--- src/phy_io_pkg.sv ---
// PHY datapath definitions
package phy_io_pkg;

	// Group and slot geometry of the AFI buses
	localparam int NUM_DQS_GROUPS = 2;
	localparam int DQ_PER_GROUP = 8;
	localparam int NUM_SLOTS = 4;
	localparam int NUM_HALVES = 2;

	// Read path sizing
	localparam int RD_LAT_W = 5;
	localparam int EXTRA_VFIFO_SHIFT = 1;
	localparam int LFIFO_DEPTH = 8;

	// Derived sizes
	localparam int RD_DLY_DEPTH = 1 << RD_LAT_W;
	localparam int LFIFO_PTR_W = $clog2(LFIFO_DEPTH);
	localparam int LFIFO_CNT_W = $clog2(LFIFO_DEPTH + 1);

	typedef logic [DQ_PER_GROUP-1:0] dq_lane_t;

	// Slot-major buses, slot 0 of group 0 in the low bits
	typedef logic [NUM_SLOTS*NUM_DQS_GROUPS*DQ_PER_GROUP-1:0] afi_wdata_t;
	typedef logic [NUM_HALVES*NUM_DQS_GROUPS-1:0] afi_grp_bits_t;
	typedef logic [NUM_SLOTS*NUM_DQS_GROUPS-1:0] afi_dm_t;

	typedef logic [RD_LAT_W-1:0] rd_lat_t;

	// Group 0 occupies the low byte
	typedef logic [NUM_DQS_GROUPS*DQ_PER_GROUP-1:0] afi_rdata_t;

	typedef struct packed {
		afi_grp_bits_t wrdata_en;
		afi_grp_bits_t dqs_en;
		afi_grp_bits_t oct_ena;
	} wr_ctrl_t;

	// One DQS group's write lane, beat 0 and half 0 in the low bits of each field
	typedef struct packed {
		dq_lane_t [NUM_SLOTS-1:0] dq;
		logic [NUM_SLOTS-1:0] dm;
		logic [NUM_HALVES-1:0] oe;
		logic [NUM_HALVES-1:0] dqs_en;
		logic [NUM_HALVES-1:0] oct_ena;
	} grp_wr_t;

endpackage

--- src/phy_io_top.sv ---
// PHY I/O datapath top
`timescale 1ns/1ps

module phy_io_top import phy_io_pkg::*; (
	input logic pll_afi_clk,
	input logic reset_n_afi_clk,

	input afi_wdata_t afi_wdata,
	input afi_dm_t afi_dm,
	input wr_ctrl_t wr_ctrl,

	input logic afi_rdata_en_full,
	input rd_lat_t rd_latency,
	input afi_rdata_t mem_rdata,

	output grp_wr_t [NUM_DQS_GROUPS-1:0] grp_wr,
	output afi_rdata_t afi_rdata,
	output logic afi_rdata_valid
);

	logic qvld;
	logic pop;
	logic [NUM_DQS_GROUPS-1:0] lane_valid;
	dq_lane_t [NUM_DQS_GROUPS-1:0] lane_rdata;
	dq_lane_t [NUM_DQS_GROUPS-1:0] mem_lane;

	// Write side regrouping
	wr_lane_mux u_wr (
		.pll_afi_clk (pll_afi_clk),
		.reset_n_afi_clk (reset_n_afi_clk),
		.afi_wdata (afi_wdata),
		.afi_dm (afi_dm),
		.wr_ctrl (wr_ctrl),
		.grp_wr (grp_wr)
	);

	rd_valid_ctrl u_ctrl (
		.pll_afi_clk (pll_afi_clk),
		.reset_n_afi_clk (reset_n_afi_clk),
		.afi_rdata_en_full (afi_rdata_en_full),
		.rd_latency (rd_latency),
		.lane_valid (lane_valid),
		.qvld (qvld),
		.pop (pop),
		.afi_rdata_valid (afi_rdata_valid)
	);

	assign mem_lane = mem_rdata;
	assign afi_rdata = lane_rdata;

	// One latency FIFO per DQS group, all sharing push and pop
	for (genvar g = 0; g < NUM_DQS_GROUPS; g++) begin : g_lfifo
		rd_latency_fifo u_lfifo (
			.pll_afi_clk (pll_afi_clk),
			.reset_n_afi_clk (reset_n_afi_clk),
			.push (qvld),
			.pop (pop),
			.wdata (mem_lane[g]),
			.lane_rdata (lane_rdata[g]),
			.lane_valid (lane_valid[g])
		);
	end

endmodule

--- src/rd_latency_fifo.sv ---
// Read latency FIFO for one DQS group
`timescale 1ns/1ps

module rd_latency_fifo import phy_io_pkg::*; (
	input logic pll_afi_clk,
	input logic reset_n_afi_clk,

	input logic push,
	input logic pop,
	input dq_lane_t wdata,

	output dq_lane_t lane_rdata,
	output logic lane_valid
);

	dq_lane_t mem [LFIFO_DEPTH];
	dq_lane_t head_q;

	logic [LFIFO_PTR_W-1:0] wr_ptr;
	logic [LFIFO_PTR_W-1:0] rd_ptr;
	logic [LFIFO_CNT_W-1:0] count;

	logic full;
	logic empty;
	logic do_push;
	logic do_pop;

	assign full = (count == LFIFO_CNT_W'(LFIFO_DEPTH));
	assign empty = (count == '0);

	// Pushes into a full FIFO are lost and pops on an empty one return nothing
	assign do_push = push && !full;
	assign do_pop = pop && !empty;

	always_ff @(posedge pll_afi_clk) begin
		if (do_push) begin
			mem[wr_ptr] <= wdata;
		end
	end

	always_ff @(posedge pll_afi_clk or negedge reset_n_afi_clk) begin
		if (!reset_n_afi_clk) begin
			wr_ptr <= '0;
			rd_ptr <= '0;
			count <= '0;
		end else begin
			if (do_push) begin
				wr_ptr <= wr_ptr + 1'b1;
			end
			if (do_pop) begin
				rd_ptr <= rd_ptr + 1'b1;
			end
			case ({do_push, do_pop})
				2'b10: count <= count + 1'b1;
				2'b01: count <= count - 1'b1;
				default: count <= count;
			endcase
		end
	end

	// The head is read on a pop and reaches lane_rdata together with the
	// registered valid, so back-to-back pops stay in step with afi_rdata_valid
	always_ff @(posedge pll_afi_clk) begin
		if (do_pop) begin
			head_q <= mem[rd_ptr];
		end
		if (lane_valid) begin
			lane_rdata <= head_q;
		end
	end

	always_ff @(posedge pll_afi_clk or negedge reset_n_afi_clk) begin
		if (!reset_n_afi_clk) begin
			lane_valid <= 1'b0;
		end else begin
			lane_valid <= do_pop;
		end
	end

endmodule

--- src/rd_valid_ctrl.sv ---
// Read enable and valid control
`timescale 1ns/1ps

module rd_valid_ctrl import phy_io_pkg::*; (
	input logic pll_afi_clk,
	input logic reset_n_afi_clk,

	input logic afi_rdata_en_full,
	input rd_lat_t rd_latency,
	input logic [NUM_DQS_GROUPS-1:0] lane_valid,

	output logic qvld,
	output logic pop,
	output logic afi_rdata_valid
);

	logic [EXTRA_VFIFO_SHIFT-1:0] vfifo_shift;
	logic [RD_DLY_DEPTH-1:0] en_dly;

	// Extra VFIFO shift on the full-rate read enable
	always_ff @(posedge pll_afi_clk or negedge reset_n_afi_clk) begin
		if (!reset_n_afi_clk) begin
			vfifo_shift <= '0;
		end else begin
			vfifo_shift[0] <= afi_rdata_en_full;
			for (int i = 1; i < EXTRA_VFIFO_SHIFT; i++) begin
				vfifo_shift[i] <= vfifo_shift[i-1];
			end
		end
	end

	// The delayed enable marks the cycle in which the memory data arrives
	assign qvld = vfifo_shift[EXTRA_VFIFO_SHIFT-1];

	// Latency delay line, one stage per AFI cycle
	always_ff @(posedge pll_afi_clk or negedge reset_n_afi_clk) begin
		if (!reset_n_afi_clk) begin
			en_dly <= '0;
		end else begin
			en_dly <= {en_dly[RD_DLY_DEPTH-2:0], afi_rdata_en_full};
		end
	end

	// Stage j holds the enable sampled j edges ago, so the tap at rd_latency
	// is high rd_latency cycles after the sampling edge
	assign pop = en_dly[rd_latency];

	// A word is valid only once every group has delivered its byte
	always_ff @(posedge pll_afi_clk or negedge reset_n_afi_clk) begin
		if (!reset_n_afi_clk) begin
			afi_rdata_valid <= 1'b0;
		end else begin
			afi_rdata_valid <= &lane_valid;
		end
	end

endmodule

--- src/wr_lane_mux.sv ---
// Write lane regrouping
`timescale 1ns/1ps

module wr_lane_mux import phy_io_pkg::*; (
	input logic pll_afi_clk,
	input logic reset_n_afi_clk,

	input afi_wdata_t afi_wdata,
	input afi_dm_t afi_dm,
	input wr_ctrl_t wr_ctrl,

	output grp_wr_t [NUM_DQS_GROUPS-1:0] grp_wr
);

	dq_lane_t [NUM_DQS_GROUPS-1:0][NUM_SLOTS-1:0] dq_q;
	logic [NUM_DQS_GROUPS-1:0][NUM_SLOTS-1:0] dm_q;
	logic [NUM_DQS_GROUPS-1:0][NUM_HALVES-1:0] oe_q;
	logic [NUM_DQS_GROUPS-1:0][NUM_HALVES-1:0] dqs_en_q;
	logic [NUM_DQS_GROUPS-1:0][NUM_HALVES-1:0] oct_ena_q;

	// The AFI buses are ordered by time slot first and DQS group second,
	// so slot t of group g sits at index t*NUM_DQS_GROUPS+g
	always_ff @(posedge pll_afi_clk) begin
		for (int g = 0; g < NUM_DQS_GROUPS; g++) begin
			for (int t = 0; t < NUM_SLOTS; t++) begin
				dq_q[g][t] <= afi_wdata[(t*NUM_DQS_GROUPS+g)*DQ_PER_GROUP +: DQ_PER_GROUP];
				dm_q[g][t] <= afi_dm[t*NUM_DQS_GROUPS+g];
			end
		end
	end

	// Enables follow the same slot-major rule with one bit per half cycle
	always_ff @(posedge pll_afi_clk or negedge reset_n_afi_clk) begin
		if (!reset_n_afi_clk) begin
			oe_q <= '0;
			dqs_en_q <= '0;
			oct_ena_q <= '0;
		end else begin
			for (int g = 0; g < NUM_DQS_GROUPS; g++) begin
				for (int h = 0; h < NUM_HALVES; h++) begin
					oe_q[g][h] <= wr_ctrl.wrdata_en[h*NUM_DQS_GROUPS+g];
					dqs_en_q[g][h] <= wr_ctrl.dqs_en[h*NUM_DQS_GROUPS+g];
					oct_ena_q[g][h] <= wr_ctrl.oct_ena[h*NUM_DQS_GROUPS+g];
				end
			end
		end
	end

	always_comb begin
		for (int g = 0; g < NUM_DQS_GROUPS; g++) begin
			grp_wr[g].dq = dq_q[g];
			grp_wr[g].dm = dm_q[g];
			grp_wr[g].oe = oe_q[g];
			grp_wr[g].dqs_en = dqs_en_q[g];
			grp_wr[g].oct_ena = oct_ena_q[g];
		end
	end

endmodule
--- config.mk ---
export PLATFORM = sky130hd
export DESIGN_NAME = phy_io_top
export DESIGN_NICKNAME = d
export VERILOG_FILES = /design/src/phy_io_pkg.sv /design/src/phy_io_top.sv /design/src/rd_latency_fifo.sv /design/src/rd_valid_ctrl.sv /design/src/wr_lane_mux.sv
export SDC_FILE = /design/constraint.sdc
export NUM_CORES = 1
export LEC_CHECK = 0
export BUFFER_PORTS_ARGS = -buffer_cell sky130_fd_sc_hd__buf_2
export CAP_MARGIN = 0
export CORE_UTILIZATION = 50
export CTS_CLUSTER_SIZE = 24
export DETAILED_ROUTE_END_ITERATION = 16
export PLACE_DENSITY = 0.74
export SLEW_MARGIN = 20
export SYNTH_ARGS = -nofsm -noshare
export SYNTH_HDL_FRONTEND = slang
export SYNTH_SLANG_ARGS = --single-unit
--- constraint.sdc ---
create_clock -name pll_afi_clk -period 5.5 [get_ports pll_afi_clk]
set_input_delay 1.1 -clock pll_afi_clk [delete_from_list [all_inputs] [get_ports pll_afi_clk]]
set_output_delay 1.1 -clock pll_afi_clk [all_outputs]
set_load 0.1 [all_outputs]
=== Word-level counts from Yosys, hierarchy flattened ===
Memory sizes are Yosys's and may differ from the RTL's. A register that Yosys moved wholly into a read port is not among the register bits.
Index checks and enable logic that the tools add are counted.

* Memories: 2
* Register bits after elaboration: 156
* Output and inout bits: 101
* RAM bits: 128

{| class="wikitable"
|+ Memory list
! memory !! words !! width !! read ports !! clocked after memory_dff !! wr ports !! RTL line !! source
|-
| g_lfifo[0].u_lfifo.mem || 8 || 8 || 1 || 1 || 1 || rd_latency_fifo.sv:16 || <nowiki>dq_lane_t mem [LFIFO_DEPTH];</nowiki>
|-
| g_lfifo[1].u_lfifo.mem || 8 || 8 || 1 || 1 || 1 || rd_latency_fifo.sv:16 ||
|}

* Multiplexer cells: 8
* Reduce and logical (&&, ||, !) cells: 13
* Add/sub/neg operators: 8
* Order comparisons: 1
* Eq/ne operators: 6

{| class="wikitable"
|+ Operators with widths
! operator !! number
|-
| 4-bit one-hot mux with 2 select lines || 2
|-
| 3-bit by 1-bit adder with 3-bit output (second input constant) || 4
|-
| 4-bit by 1-bit adder with 4-bit output (second input constant) || 2
|-
| 4-bit equality test (second input constant) || 2
|-
| 4-bit zero test || 2
|-
| 4-bit by 1-bit subtractor with 4-bit output (second input constant) || 2
|-
| 5-bit by 6-bit less-than comparator with 1-bit output (second input constant) || 1
|-
| 1-bit binary-select mux with 5-bit select || 1
|-
| 1-bit two-way mux || 5
|-
| 2-bit by 1-bit equality test with 1-bit output (second input constant) || 2
|-
| 2-bit equality test (second input constant) || 2
|-
| 1-bit logical AND || 4
|-
| 1-bit zero test || 4
|-
| 2-bit nonzero test || 2
|-
| 2-bit AND reduction || 1
|}

=== Logic depth before layout (Yosys ltp) ===
Gate-level depths: netlist of run 1.

* Depth in word-level cells: 5
* Mapped depth: 15

=== By module ===
A second synthesis of run 1 with hierarchy kept.

* Cell total of the unflattened synthesis: 497
* Area total of the unflattened synthesis: 10013.4 um^2

{| class="wikitable"
|+ By module, submodules not included
! module !! area an instance (um^2) !! times used !! cells an instance
|-
| rd_latency_fifo || 3557.2 || 2 || 169
|-
| wr_lane_mux || 1741.7 || 1 || 84
|-
| rd_valid_ctrl || 1157.4 || 1 || 75
|}

=== Worst setup path before layout of run 1 ===
OpenSTA, ideal clock, no wires.

* Kind: input -> register
* From: in rd_latency[0]
* To: reg g_lfifo[0].u_lfifo.count[3]
* Required time: 5.375 ns
* Buffers on the path: 2
* Stages on the path: 15
* Arrival: 3.358 ns
* Setup slack: 2.017 ns
* Cell sequence: buf_6 -> buf_12 -> mux2i_1 -> a22oi_1 -> nand3_1 -> and4_4 -> nand2b_4 -> inv_1 -> ha_1 -> ha_1 -> a21o_1 -> a21oi_1 -> xnor2_1 -> nor2_1 -> xor2_1

* Longest elaborated chain between the ends: 5

{| class="wikitable"
|+ RTL lines
! item !! RTL line !! source
|-
| start, declared || phy_io_top.sv:13 || <nowiki>input rd_lat_t rd_latency,</nowiki>
|-
| 1-bit binary-select mux with 5-bit select * || rd_valid_ctrl.sv:46 || <nowiki>assign pop = en_dly[rd_latency];</nowiki>
|-
| 1-bit two-way mux (implied by the code) * || rd_valid_ctrl.sv:46 ||
|-
| 1-bit logical AND * || rd_latency_fifo.sv:33 || <nowiki>assign do_pop = pop && !empty;</nowiki>
|-
| named net g_lfifo[0].u_lfifo.do_pop || rd_latency_fifo.sv:26 || <nowiki>logic do_pop;</nowiki>
|-
| 2-bit by 1-bit equality test with 1-bit output / 2-bit equality test (equally long branches) || rd_latency_fifo.sv:53 || <nowiki>case ({do_push, do_pop})</nowiki>
|-
| 4-bit one-hot mux with 2 select lines / 2-bit nonzero test (equally long branches) || n/a ||
|-
| end signal, assigned || rd_latency_fifo.sv:54 || <nowiki>2'b10: count <= count + 1'b1;</nowiki>
|-
| end signal, assigned || rd_latency_fifo.sv:55 || <nowiki>2'b01: count <= count - 1'b1;</nowiki>
|-
| end signal, assigned || rd_latency_fifo.sv:56 || <nowiki>default: count <= count;</nowiki>
|-
| end, declared || rd_latency_fifo.sv:21 || <nowiki>logic [LFIFO_CNT_W-1:0] count;</nowiki>
|}

Mark *: on every way through the listed nets, which the timed path passes. The rest lies on a longest branch. The select of a mux whose other input is x is not followed.
A chain may end at the register's enable or synchronous reset.

=== Worst setup path in the final report of run 1 ===
Same ends and word-level chain as after synthesis.

==> impl_metrics.json, run 1 <==
{
  "status": "completed",
  "clk_root_buffer_cell": "clkbuf_16",
  "wirelength_um": 17260,
  "r2r_setup_slack_ns": 2.59,
  "place_hpwl_um": 11490,
  "clock_latency_ns": 0.53,
  "worst_pin_slew_ns": 0.9143,
  "syn_nets": 618,
  "post_dp_cell_area_um2": 11270,
  "wl_per_cell_um": 16.92,
  "relSlewSlack_pct": 38.82,
  "yosysWarnings": 0,
  "dieArea_um2": 20310,
  "portBuffers": 208,
  "clkSlewWorstSetupHoldPaths_ns": 0.06,
  "syn_inst": 498,
  "power_density_nw_per_um2": 542.4,
  "drc": 0,
  "cellLeakagePower_nw": 4.917,
  "overflow": 0,
  "drv_slew": 0,
  "vias": 5023,
  "drive_above_1_share_pct": 41.99,
  "die_h_um": 142.5,
  "ctsResizeCount": 0,
  "ir_drop_mv": 0.3416,
  "ys.flop_type": "edfxtp_1",
  "initial_core_util_pct": 50.90,
  "gp_congestion": 0.7956,
  "die_x_um": 142.5,
  "seq_area_frac_synth_pct": 80.23,
  "final_area_um2": 12190,
  "layout-area-overhead-vs-synth_pct": 23.40,
  "clock_sinks": 299,
  "cp-endpoint": "g_lfifo[0].u_lfifo.count[3]",
  "fmaxAchievable_mhz": 279.6,
  "critPathLaunchType": "input pin",
  "post_cts_buffers": 0,
  "tns_ns": 0,
  "drtIter0Drc": 193,
  "grt_use_total_pct": 17.42,
  "core_um2": 19400,
  "drtPass1Iterations": 6,
  "fin_crit_ns": 3.577,
  "cp-end-kind": "register",
  "avgSynthCellArea_um2": 19.83,
  "min_path_type": "reg -> reg",
  "worstSetupPathType": "in -> reg",
  "r2r-start": "u_ctrl.en_dly[5]",
  "synth_edf_count": 160,
  "cts.hold.buffers_added": 0,
  "synthArstFlopShare_pct": 22.41,
  "setup_viol": 0,
  "arrival_ns": 3.98,
  "tritoncts": "yes",
  "ant_nets": 0,
  "r2r_end": "g_lfifo[0].u_lfifo.count[3]",
  "finClkSkew_ns": 0.01355,
  "hold_violations": 0,
  "grt_pass1_wl_um": 27120,
  "yosys.cell_types.count": 33,
  "synth_area_um2": 9874,
  "cap_viol_max_count": 0,
  "crit_path_frequent_cell": "ha_1",
  "cp-startpoint": "rd_latency[0]",
  "clk_path_buf_depth": 3,
  "critical_path_required_ns": 5.90,
  "rr_worst_depth": 13,
  "nNetsFinal": 853,
  "numCtsBuffers": 29,
  "htree_levels": 1,
  "worst-path-max-fanout": 16,
  "rows": 51,
  "rsz0062_at_grt": "false",
  "grt_max_degree": 68,
  "slowest_delay_ns": 0.38,
  "ioPinCount": 209,
  "antenna_found_initial": 0,
  "ys_ff_latch": 299,
  "finalCritPeriodShare_pct": 65.03,
  "viasPerCell": 4.925,
  "grt_pass1_vias": 5357,
  "antennaDiodeCount": 0,
  "crit_path_top_delay_cell": "buf_2",
  "path_cells": "buf_2, mux2i_1, a211oi_1, nand3_1, and4_4, nand2b_4, inv_1, ha_1, ha_1, a21o_1, a21oi_1, xnor2_1, nor2_1, xor2_1"
}
[layer usage]
metal | share of wire [%] | global-route usage (%) | up-vias
met5 | 0 | 0 | -
li1 | - | - | 2327
met1 | 40 | 21.95 | 2492
met2 | 51 | 30.44 | 175
met3 | 6.6 | 3.567 | 29
met4 | 2.0 | 5.150 | 0
[power by group]
part	internal (mW)	total, mW	switching, mW	leakage, nW
Combinational	0.602	1.61	1.01	1.61
Clock	1.10	1.87	0.766	0.445
Sequential	2.80	3.13	0.325	2.86
[kinds of logic after synthesis]
kind of cell    Yosys count  synth area share (%)
flops                   299                 80.23
mux                      68                 11.25
simple gates             67                 3.408
buf+inv                  22                 1.128
xor+xnor                 16                 1.419
compound gates           14                0.8869
fa+ha+maj                12                 1.673
[layout make-up]
| class | count | area [um^2] |
|---|---|---|
| Timing Repair Buffer | 216 | 1101 |
| Multi-Input combinational cell | 177 | 1872 |
| Tap cell | 265 | 331.6 |
| Clock inverter | 9 | 73.82 |
| Clock buffer | 44 | 844.6 |
| Sequential cell | 299 | 7925 |
| Inverter | 10 | 37.54 |
| Fill cell | 1433 | 7213 |
[cells in the mapped netlist, drive strengths merged (11+ instances only)]
cell type | number | share of area (%)
nor2 | 11 | 0.42
mux2i | 18 | 1.8
mux4 | 32 | 7.3
dfxtp | 72 | 15
mux2 | 18 | 2.1
nand2 | 23 | 0.87
dfrtp | 67 | 17
edfxtp | 160 | 49
[critical path: cells and delay by family]
family          cells  cell delay (ns)
buf+inv             2             0.72
compound gates      3             0.59
simple gates        4             0.58
fa+ha+maj           2             0.53
mux                 1             0.14
xor+xnor            2             0.32
[per-stage QoR]
| step | hold slack [ns] | worst slack [ns] | util (%) | total power [mW] | std cells |
|---|---|---|---|---|---|
| detailed placement | 0.3631 | 1.374 | 58.08 | 4.805 | 967 |
| global route | 0.3865 | 1.779 | 62.82 | 6.890 | 1020 |
| global placement | 0.3685 | 1.603 | 58.02 | 4.716 | 967 |
| CTS | 0.3793 | 1.918 | 62.81 | 6.690 | 1020 |
| finish | 0.3741 | 1.923 | 62.82 | 6.609 | 1020 |
| floorplan | 0.3530 | 2.017 | - | 4.392 | 498 |
[placed cells by master (no fill, tap or decap), drive strengths merged, types with 11 or more instances in the layout]
cell	count
clkbuf	44
dfrtp	67
mux4	32
edfxtp	160
dfxtp	72
mux2i	18
buf	216
mux2	18
nor2	11
nand2	23
[registers in the layout (all words and copies together) (netlist names), 2 cells and up]
| register | count |
|---|---|
| g_lfifo.u_lfifo.lane_rdata | 16 |
| g_lfifo.u_lfifo.lane_valid | 2 |
| u_ctrl.en_dly | 32 |
| u_wr.grp_wr | 84 |
| g_lfifo.u_lfifo.mem | 128 |
| g_lfifo.u_lfifo.wr_ptr | 6 |
| g_lfifo.u_lfifo.head_q | 16 |
| g_lfifo.u_lfifo.rd_ptr | 6 |
| g_lfifo.u_lfifo.count | 8 |
[worst min-delay path by stage]
stage	start	end	slack, ns	depth (start not counted)
detailed placement	u_ctrl.en_dly[6]	u_ctrl.en_dly[7]	0.36	0
CTS	u_ctrl.en_dly[13]	u_ctrl.en_dly[14]	0.38	0
global route	u_ctrl.en_dly[29]	u_ctrl.en_dly[30]	0.39	0
global placement	u_ctrl.en_dly[16]	u_ctrl.en_dly[17]	0.37	0
floorplan	u_ctrl.en_dly[10]	u_ctrl.en_dly[11]	0.35	0
finish	u_ctrl.en_dly[17]	u_ctrl.en_dly[18]	0.37	0
(Power assumes the default switching activity.)
==> run 2, diff against run 1 <==
CORE_UTILIZATION = 48   (was 50)
clock period = 3.23 ns   (was 5.5 ns; I/O delays follow)
==> impl_metrics.json, run 2 (synthesized netlist as in run 1, its figures left out) <==
{
  "status": "completed",
  "grt_pass1_wl_um": 27890,
  "grt_max_degree": 56,
  "fmaxAchievable_mhz": 375.1,
  "rows": 52,
  "pwr-share-clk_pct": 29.0,
  "ant_nets": 0,
  "rr_worst_depth": 13,
  "antenna_found_initial": 0,
  "grt_use_total_pct": 16.78,
  "r2r-start": "u_ctrl.en_dly[23]",
  "place_hpwl_um": 11470,
  "final_area_um2": 12280,
  "initial_core_util_pct": 48.96,
  "clkSlewWorstSetupHoldPaths_ns": 0.06,
  "dp_cells": 978,
  "htree_levels": 1,
  "combPwrFrac_pct": 25.3,
  "worst-path-max-fanout": 16,
  "final_common_cell": "buf_2",
  "power_density_nw_per_um2": 923.0,
  "fillers": 1476,
  "clock_sinks": 299,
  "critical_path_required_ns": 3.64,
  "largest_reg_flops": 128,
  "finalCritPeriodShare_pct": 82.55,
  "core_um2": 20170,
  "power.share.switching_pct": 31.26,
  "tns_ns": 0,
  "drc": 0,
  "clk_root_buffer_cell": "clkbuf_16",
  "ir_drop_mv": 0.5260,
  "drv_slew": 0,
  "fin_crit_ns": 2.666,
  "finClkSkew_ns": 0.01427,
  "dieArea_um2": 21150,
  "min_to": "u_wr.grp_wr[34]",
  "ioPinCount": 209,
  "gp_congestion": 0.7821,
  "min_from": "afi_wdata[48]",
  "setup_viol": 0,
  "numCtsBuffers": 30,
  "top_register": "g_lfifo.u_lfifo.mem",
  "vias": 5023,
  "relSlewSlack_pct": 30.97,
  "hold_violations": 0,
  "drtPass1Iterations": 4,
  "drive_above_1_share_pct": 41.96,
  "die_x_um": 145.4,
  "wirelength_um": 17250,
  "internal_power_mw": 7.792,
  "hold_depth": 1,
  "layout-area-overhead-vs-synth_pct": 24.37,
  "cellLeakagePower_nw": 4.989,
  "rsz0062_at_grt": "false",
  "p_switching_mw": 3.543,
  "antennaDiodeCount": 0,
  "min_path_type": "in -> reg",
  "clk_path_buf_depth": 3,
  "wl_per_cell_um": 16.67,
  "worstSetupPathType": "in -> reg",
  "worst_pin_slew_ns": 1.032,
  "clock_latency_ns": 0.54,
  "post_dp_cell_area_um2": 11310,
  "cp-end-kind": "register",
  "portBuffers": 208,
  "arrival_ns": 3.08,
  "layout_common_cells": "buf_2, edfxtp_1, dfxtp_1",
  "nNetsFinal": 861,
  "overflow": 0,
  "die_h_um": 145.4,
  "viasPerCell": 4.853,
  "critPathLaunchType": "input pin",
  "r2r_setup_slack_ns": 0.62,
  "cap_viol_max_count": 0,
  "power_frac_seq_pct": 45.7,
  "drtIter0Drc": 254,
  "grt_pass1_vias": 5381,
  "tritoncts": "yes",
  "fin_cells": 1035,
  "r2r_end": "g_lfifo[1].u_lfifo.count[3]"
}
==> run 2: cell count changes in the layout (fill, tap and decap cells not counted), sizes merged <==
cell,previous run,this run
clkinv,6,10
clkinvlp,3,0
clkbuf,44,46
dlygate4sd3,0,1
buf,216,222
==> run 2: final cells by class <==
class | count | area [um^2] | area share, %
clock buffers | 46 | 887.1 | 7.224
clock inverters | 10 | 76.32 | 0.6215
inverters | 10 | 37.54 | 0.3057
multi-input cells | 177 | 1851 | 15.07
flip-flops and latches | 299 | 7923 | 64.51
well taps | 270 | 337.8 | 2.751
repair buffers | 223 | 1169 | 9.516
==> run 2: stage by stage <==
stage,util [%],power [mW],hold WS [ns],worst slack [ns]
after floorplan,-,7.478,0.3504,0.2007
after global placement,56.06,8.038,0.3717,0.2079
after detailed placement,56.06,8.166,0.3605,0.01682
after CTS,60.89,11.48,0.1808,0.5788
after global routing,60.89,11.85,0.1744,0.4705
final,60.89,11.34,0.2071,0.5638
==> run 2: worst max path at each step <==
stage               slack (ns)     startpoint                     endpoint  cells past startpoint
global placement          0.21  rd_latency[0]  g_lfifo[1].u_lfifo.count[3]                     15
floorplan                 0.20  rd_latency[0]  g_lfifo[0].u_lfifo.count[3]                     15
global route              0.47  rd_latency[0]  g_lfifo[0].u_lfifo.count[3]                     15
detailed placement        0.02  rd_latency[0]  g_lfifo[1].u_lfifo.count[3]                     15
finish                    0.56  rd_latency[0]  g_lfifo[1].u_lfifo.count[3]                     15
CTS                       0.58  rd_latency[0]  g_lfifo[1].u_lfifo.count[3]                     15
==> run 2: timing repair <==
action,in CTS,in global routing
setup endpoints to repair,0,0
hold buffers,1,0
gates resized for setup,0,0
hold endpoints to repair,12,0
buffers inserted,0,0
==> run 2: critical path, cell delays in order <==
cell,delay (ns)
buf_2,0.10
buf_12,0.16
mux2i_1,0.23
a22oi_1,0.12
nand3_1,0.10
and4_4,0.27
nand2b_4,0.15
inv_1,0.06
ha_1,0.23
ha_1,0.29
a21o_1,0.19
a21oi_1,0.18
xnor2_1,0.14
nor2_1,0.07
xor2_1,0.15
==> run 2: layer usage <==
layer,global-route usage (%),up-vias,part of all wire (%)
li1,-,2346,-
met1,20.97,2499,40
met2,29.45,154,52
met3,3.605,24,5.7
met4,5.000,0,1.8
met5,0,-,0
==> run 2: power groups by stage <==
stage | clock [mW] | combinational, mW | sequential, mW
floorplan | 0 | 1.45 | 6.03
detailed placement | 0 | 2.90 | 5.27
finish | 3.29 | 2.86 | 5.18
CTS | 3.38 | 2.90 | 5.20
global route | 3.53 | 3.06 | 5.26
global placement | 0 | 2.81 | 5.23
==> run 3, diff against run 2 <==
CORE_UTILIZATION = 50   (was 48)
clock period = 2.5 ns   (was 3.23 ns; I/O delays follow)
==> impl_metrics.json, run 3 (synthesized netlist as in run 1, its figures left out) <==
{
  "tritoncts": "yes",
  "top_layer_used": "met5",
  "fillers": 1398,
  "grt_use_total_pct": 18.22,
  "htree_levels": 1,
  "fin_crit_ns": 2.497,
  "relSlewSlack_pct": 43.99,
  "min_path_type": "in -> reg",
  "final_common_cell": "buf_2",
  "vias": 5160,
  "setup_viol": 0,
  "power_density_nw_per_um2": 1199,
  "grt_pass1_vias": 5597,
  "die_h_um": 142.5,
  "pre_cts_ws_ns": -0.4289,
  "drv_slew": 0,
  "tns_ns": 0,
  "wl_per_cell_um": 17.50,
  "top_register": "g_lfifo.u_lfifo.mem",
  "final.setup.worst_slack_ns": 0.003164,
  "grt_max_degree": 29,
  "drive_above_1_share_pct": 45.26,
  "antenna_found_initial": 1,
  "gp_congestion": 0.8153,
  "fmaxAchievable_mhz": 400.5,
  "drc": 0,
  "layout-area-overhead-vs-synth_pct": 26.69,
  "wl_met1_um": 7015,
  "hold_violations": 0,
  "largest_reg_flops": 128,
  "critical_path_required_ns": 2.92,
  "initial_core_util_pct": 50.90,
  "clock_latency_ns": 0.53,
  "rsz0062_at_grt": "true",
  "portBuffers": 208,
  "dp_cells": 986,
  "layout_common_cells": "buf_2, edfxtp_1, dfxtp_1",
  "die_x_um": 142.5,
  "grt_pass1_wl_um": 28270,
  "power.total_mw": 15.00,
  "numCtsBuffers": 30,
  "drtIter0Drc": 220,
  "dieArea_um2": 20310,
  "ioPinCount": 209,
  "worstSetupPathType": "reg -> reg",
  "cellLeakagePower_nw": 5.085,
  "clk_path_buf_depth": 3,
  "rows": 51,
  "ir_drop_mv": 0.6086,
  "worst_pin_slew_ns": 0.8402,
  "fin_cells": 1045,
  "place_hpwl_um": 12210,
  "drtPass1Iterations": 5,
  "core_um2": 19400,
  "cp-end-kind": "register",
  "cap_viol_max_count": 0,
  "nNetsFinal": 877,
  "clock_sinks": 299,
  "met3_length_um": 1292,
  "viasPerCell": 4.938,
  "clkSlewWorstSetupHoldPaths_ns": 0.06,
  "antennaDiodeCount": 0,
  "overflow": 0,
  "wirelength_um": 18290,
  "ant_nets": 0,
  "worst-path-max-fanout": 4,
  "timing.hold.ws_ns": 0.06984,
  "arrival_ns": 2.91,
  "clk_root_buffer_cell": "clkbuf_16",
  "finClkSkew_ns": 0.01154,
  "status": "completed",
  "wl_met2_um": 9723,
  "finalCritPeriodShare_pct": 99.87,
  "critPathLaunchType": "register"
}
## run 3: worst paths after layout
kind / from / endpoint / slack, ns / depth (start not counted)
min: afi_wdata[42] / u_wr.grp_wr[70] / 0.07 / 1
min reg2reg: u_ctrl.en_dly[18] / u_ctrl.en_dly[19] / 0.37 / 0
max reg2reg: u_ctrl.en_dly[13] / g_lfifo[0].u_lfifo.count[3] / 0.003 / 13
min in group asynchronous: reset_n_afi_clk / u_ctrl.en_dly[17] / 0.44 / 2
max: u_ctrl.en_dly[13] / g_lfifo[0].u_lfifo.count[3] / 0.003 / 13
max in group asynchronous: reset_n_afi_clk / g_lfifo[1].u_lfifo.wr_ptr[0] / 1.43 / 3
## run 3: critical path, stage by stage, from the launching register on
cell        delay (ns)
dfrtp_1           0.39
mux2i_1           0.16
a22oi_1           0.13
nand3_2           0.10
and4_4            0.25
nand2b_4          0.14
clkinvlp_4        0.10
ha_4              0.18
ha_4              0.20
a21o_1            0.16
a21oi_2           0.22
xnor2_2           0.16
nor2_2            0.06
xor2_1            0.13
## run 3: final cells by class
type	count	area, um^2	area share (%)
Sequential cell	299	7924	63.34
Multi-Input combinational cell	177	1918	15.33
Timing Repair Buffer	239	1301	10.40
Clock buffer	47	919.6	7.351
Tap cell	265	331.6	2.651
Clock inverter	8	70.07	0.5601
Inverter	10	45.04	0.3601
## run 3: report_power, final
group          total (mW)  internal [mW]  switching, mW
clock network        4.34           2.62           1.72
logic                3.95           1.50           2.45
registers            6.72           6.16          0.551
## run 3: what timing repair did
action,CTS,global route
setup endpoints to repair,0,2
hold buffers,1,0
gates resized for setup,0,4
setup buffers,0,3
hold endpoints to repair,17,0
## run 3: layer usage
layer  GRT usage [%]  vias up
li1                -     2373
met1           21.74     2571
met2           33.02      190
met3           4.139       24
met4           5.037        2
met5               0        -
## run 3: stage by stage
| stage | utilization [%] | area (um^2) |
|---|---|---|
| floorplan | - | 9953 |
| global placement | 59.13 | 11470 |
| detailed placement | 59.13 | 11470 |
| CTS | 64.29 | 12470 |
| global route | 64.49 | 12510 |
| finish | 64.49 | 12510 |
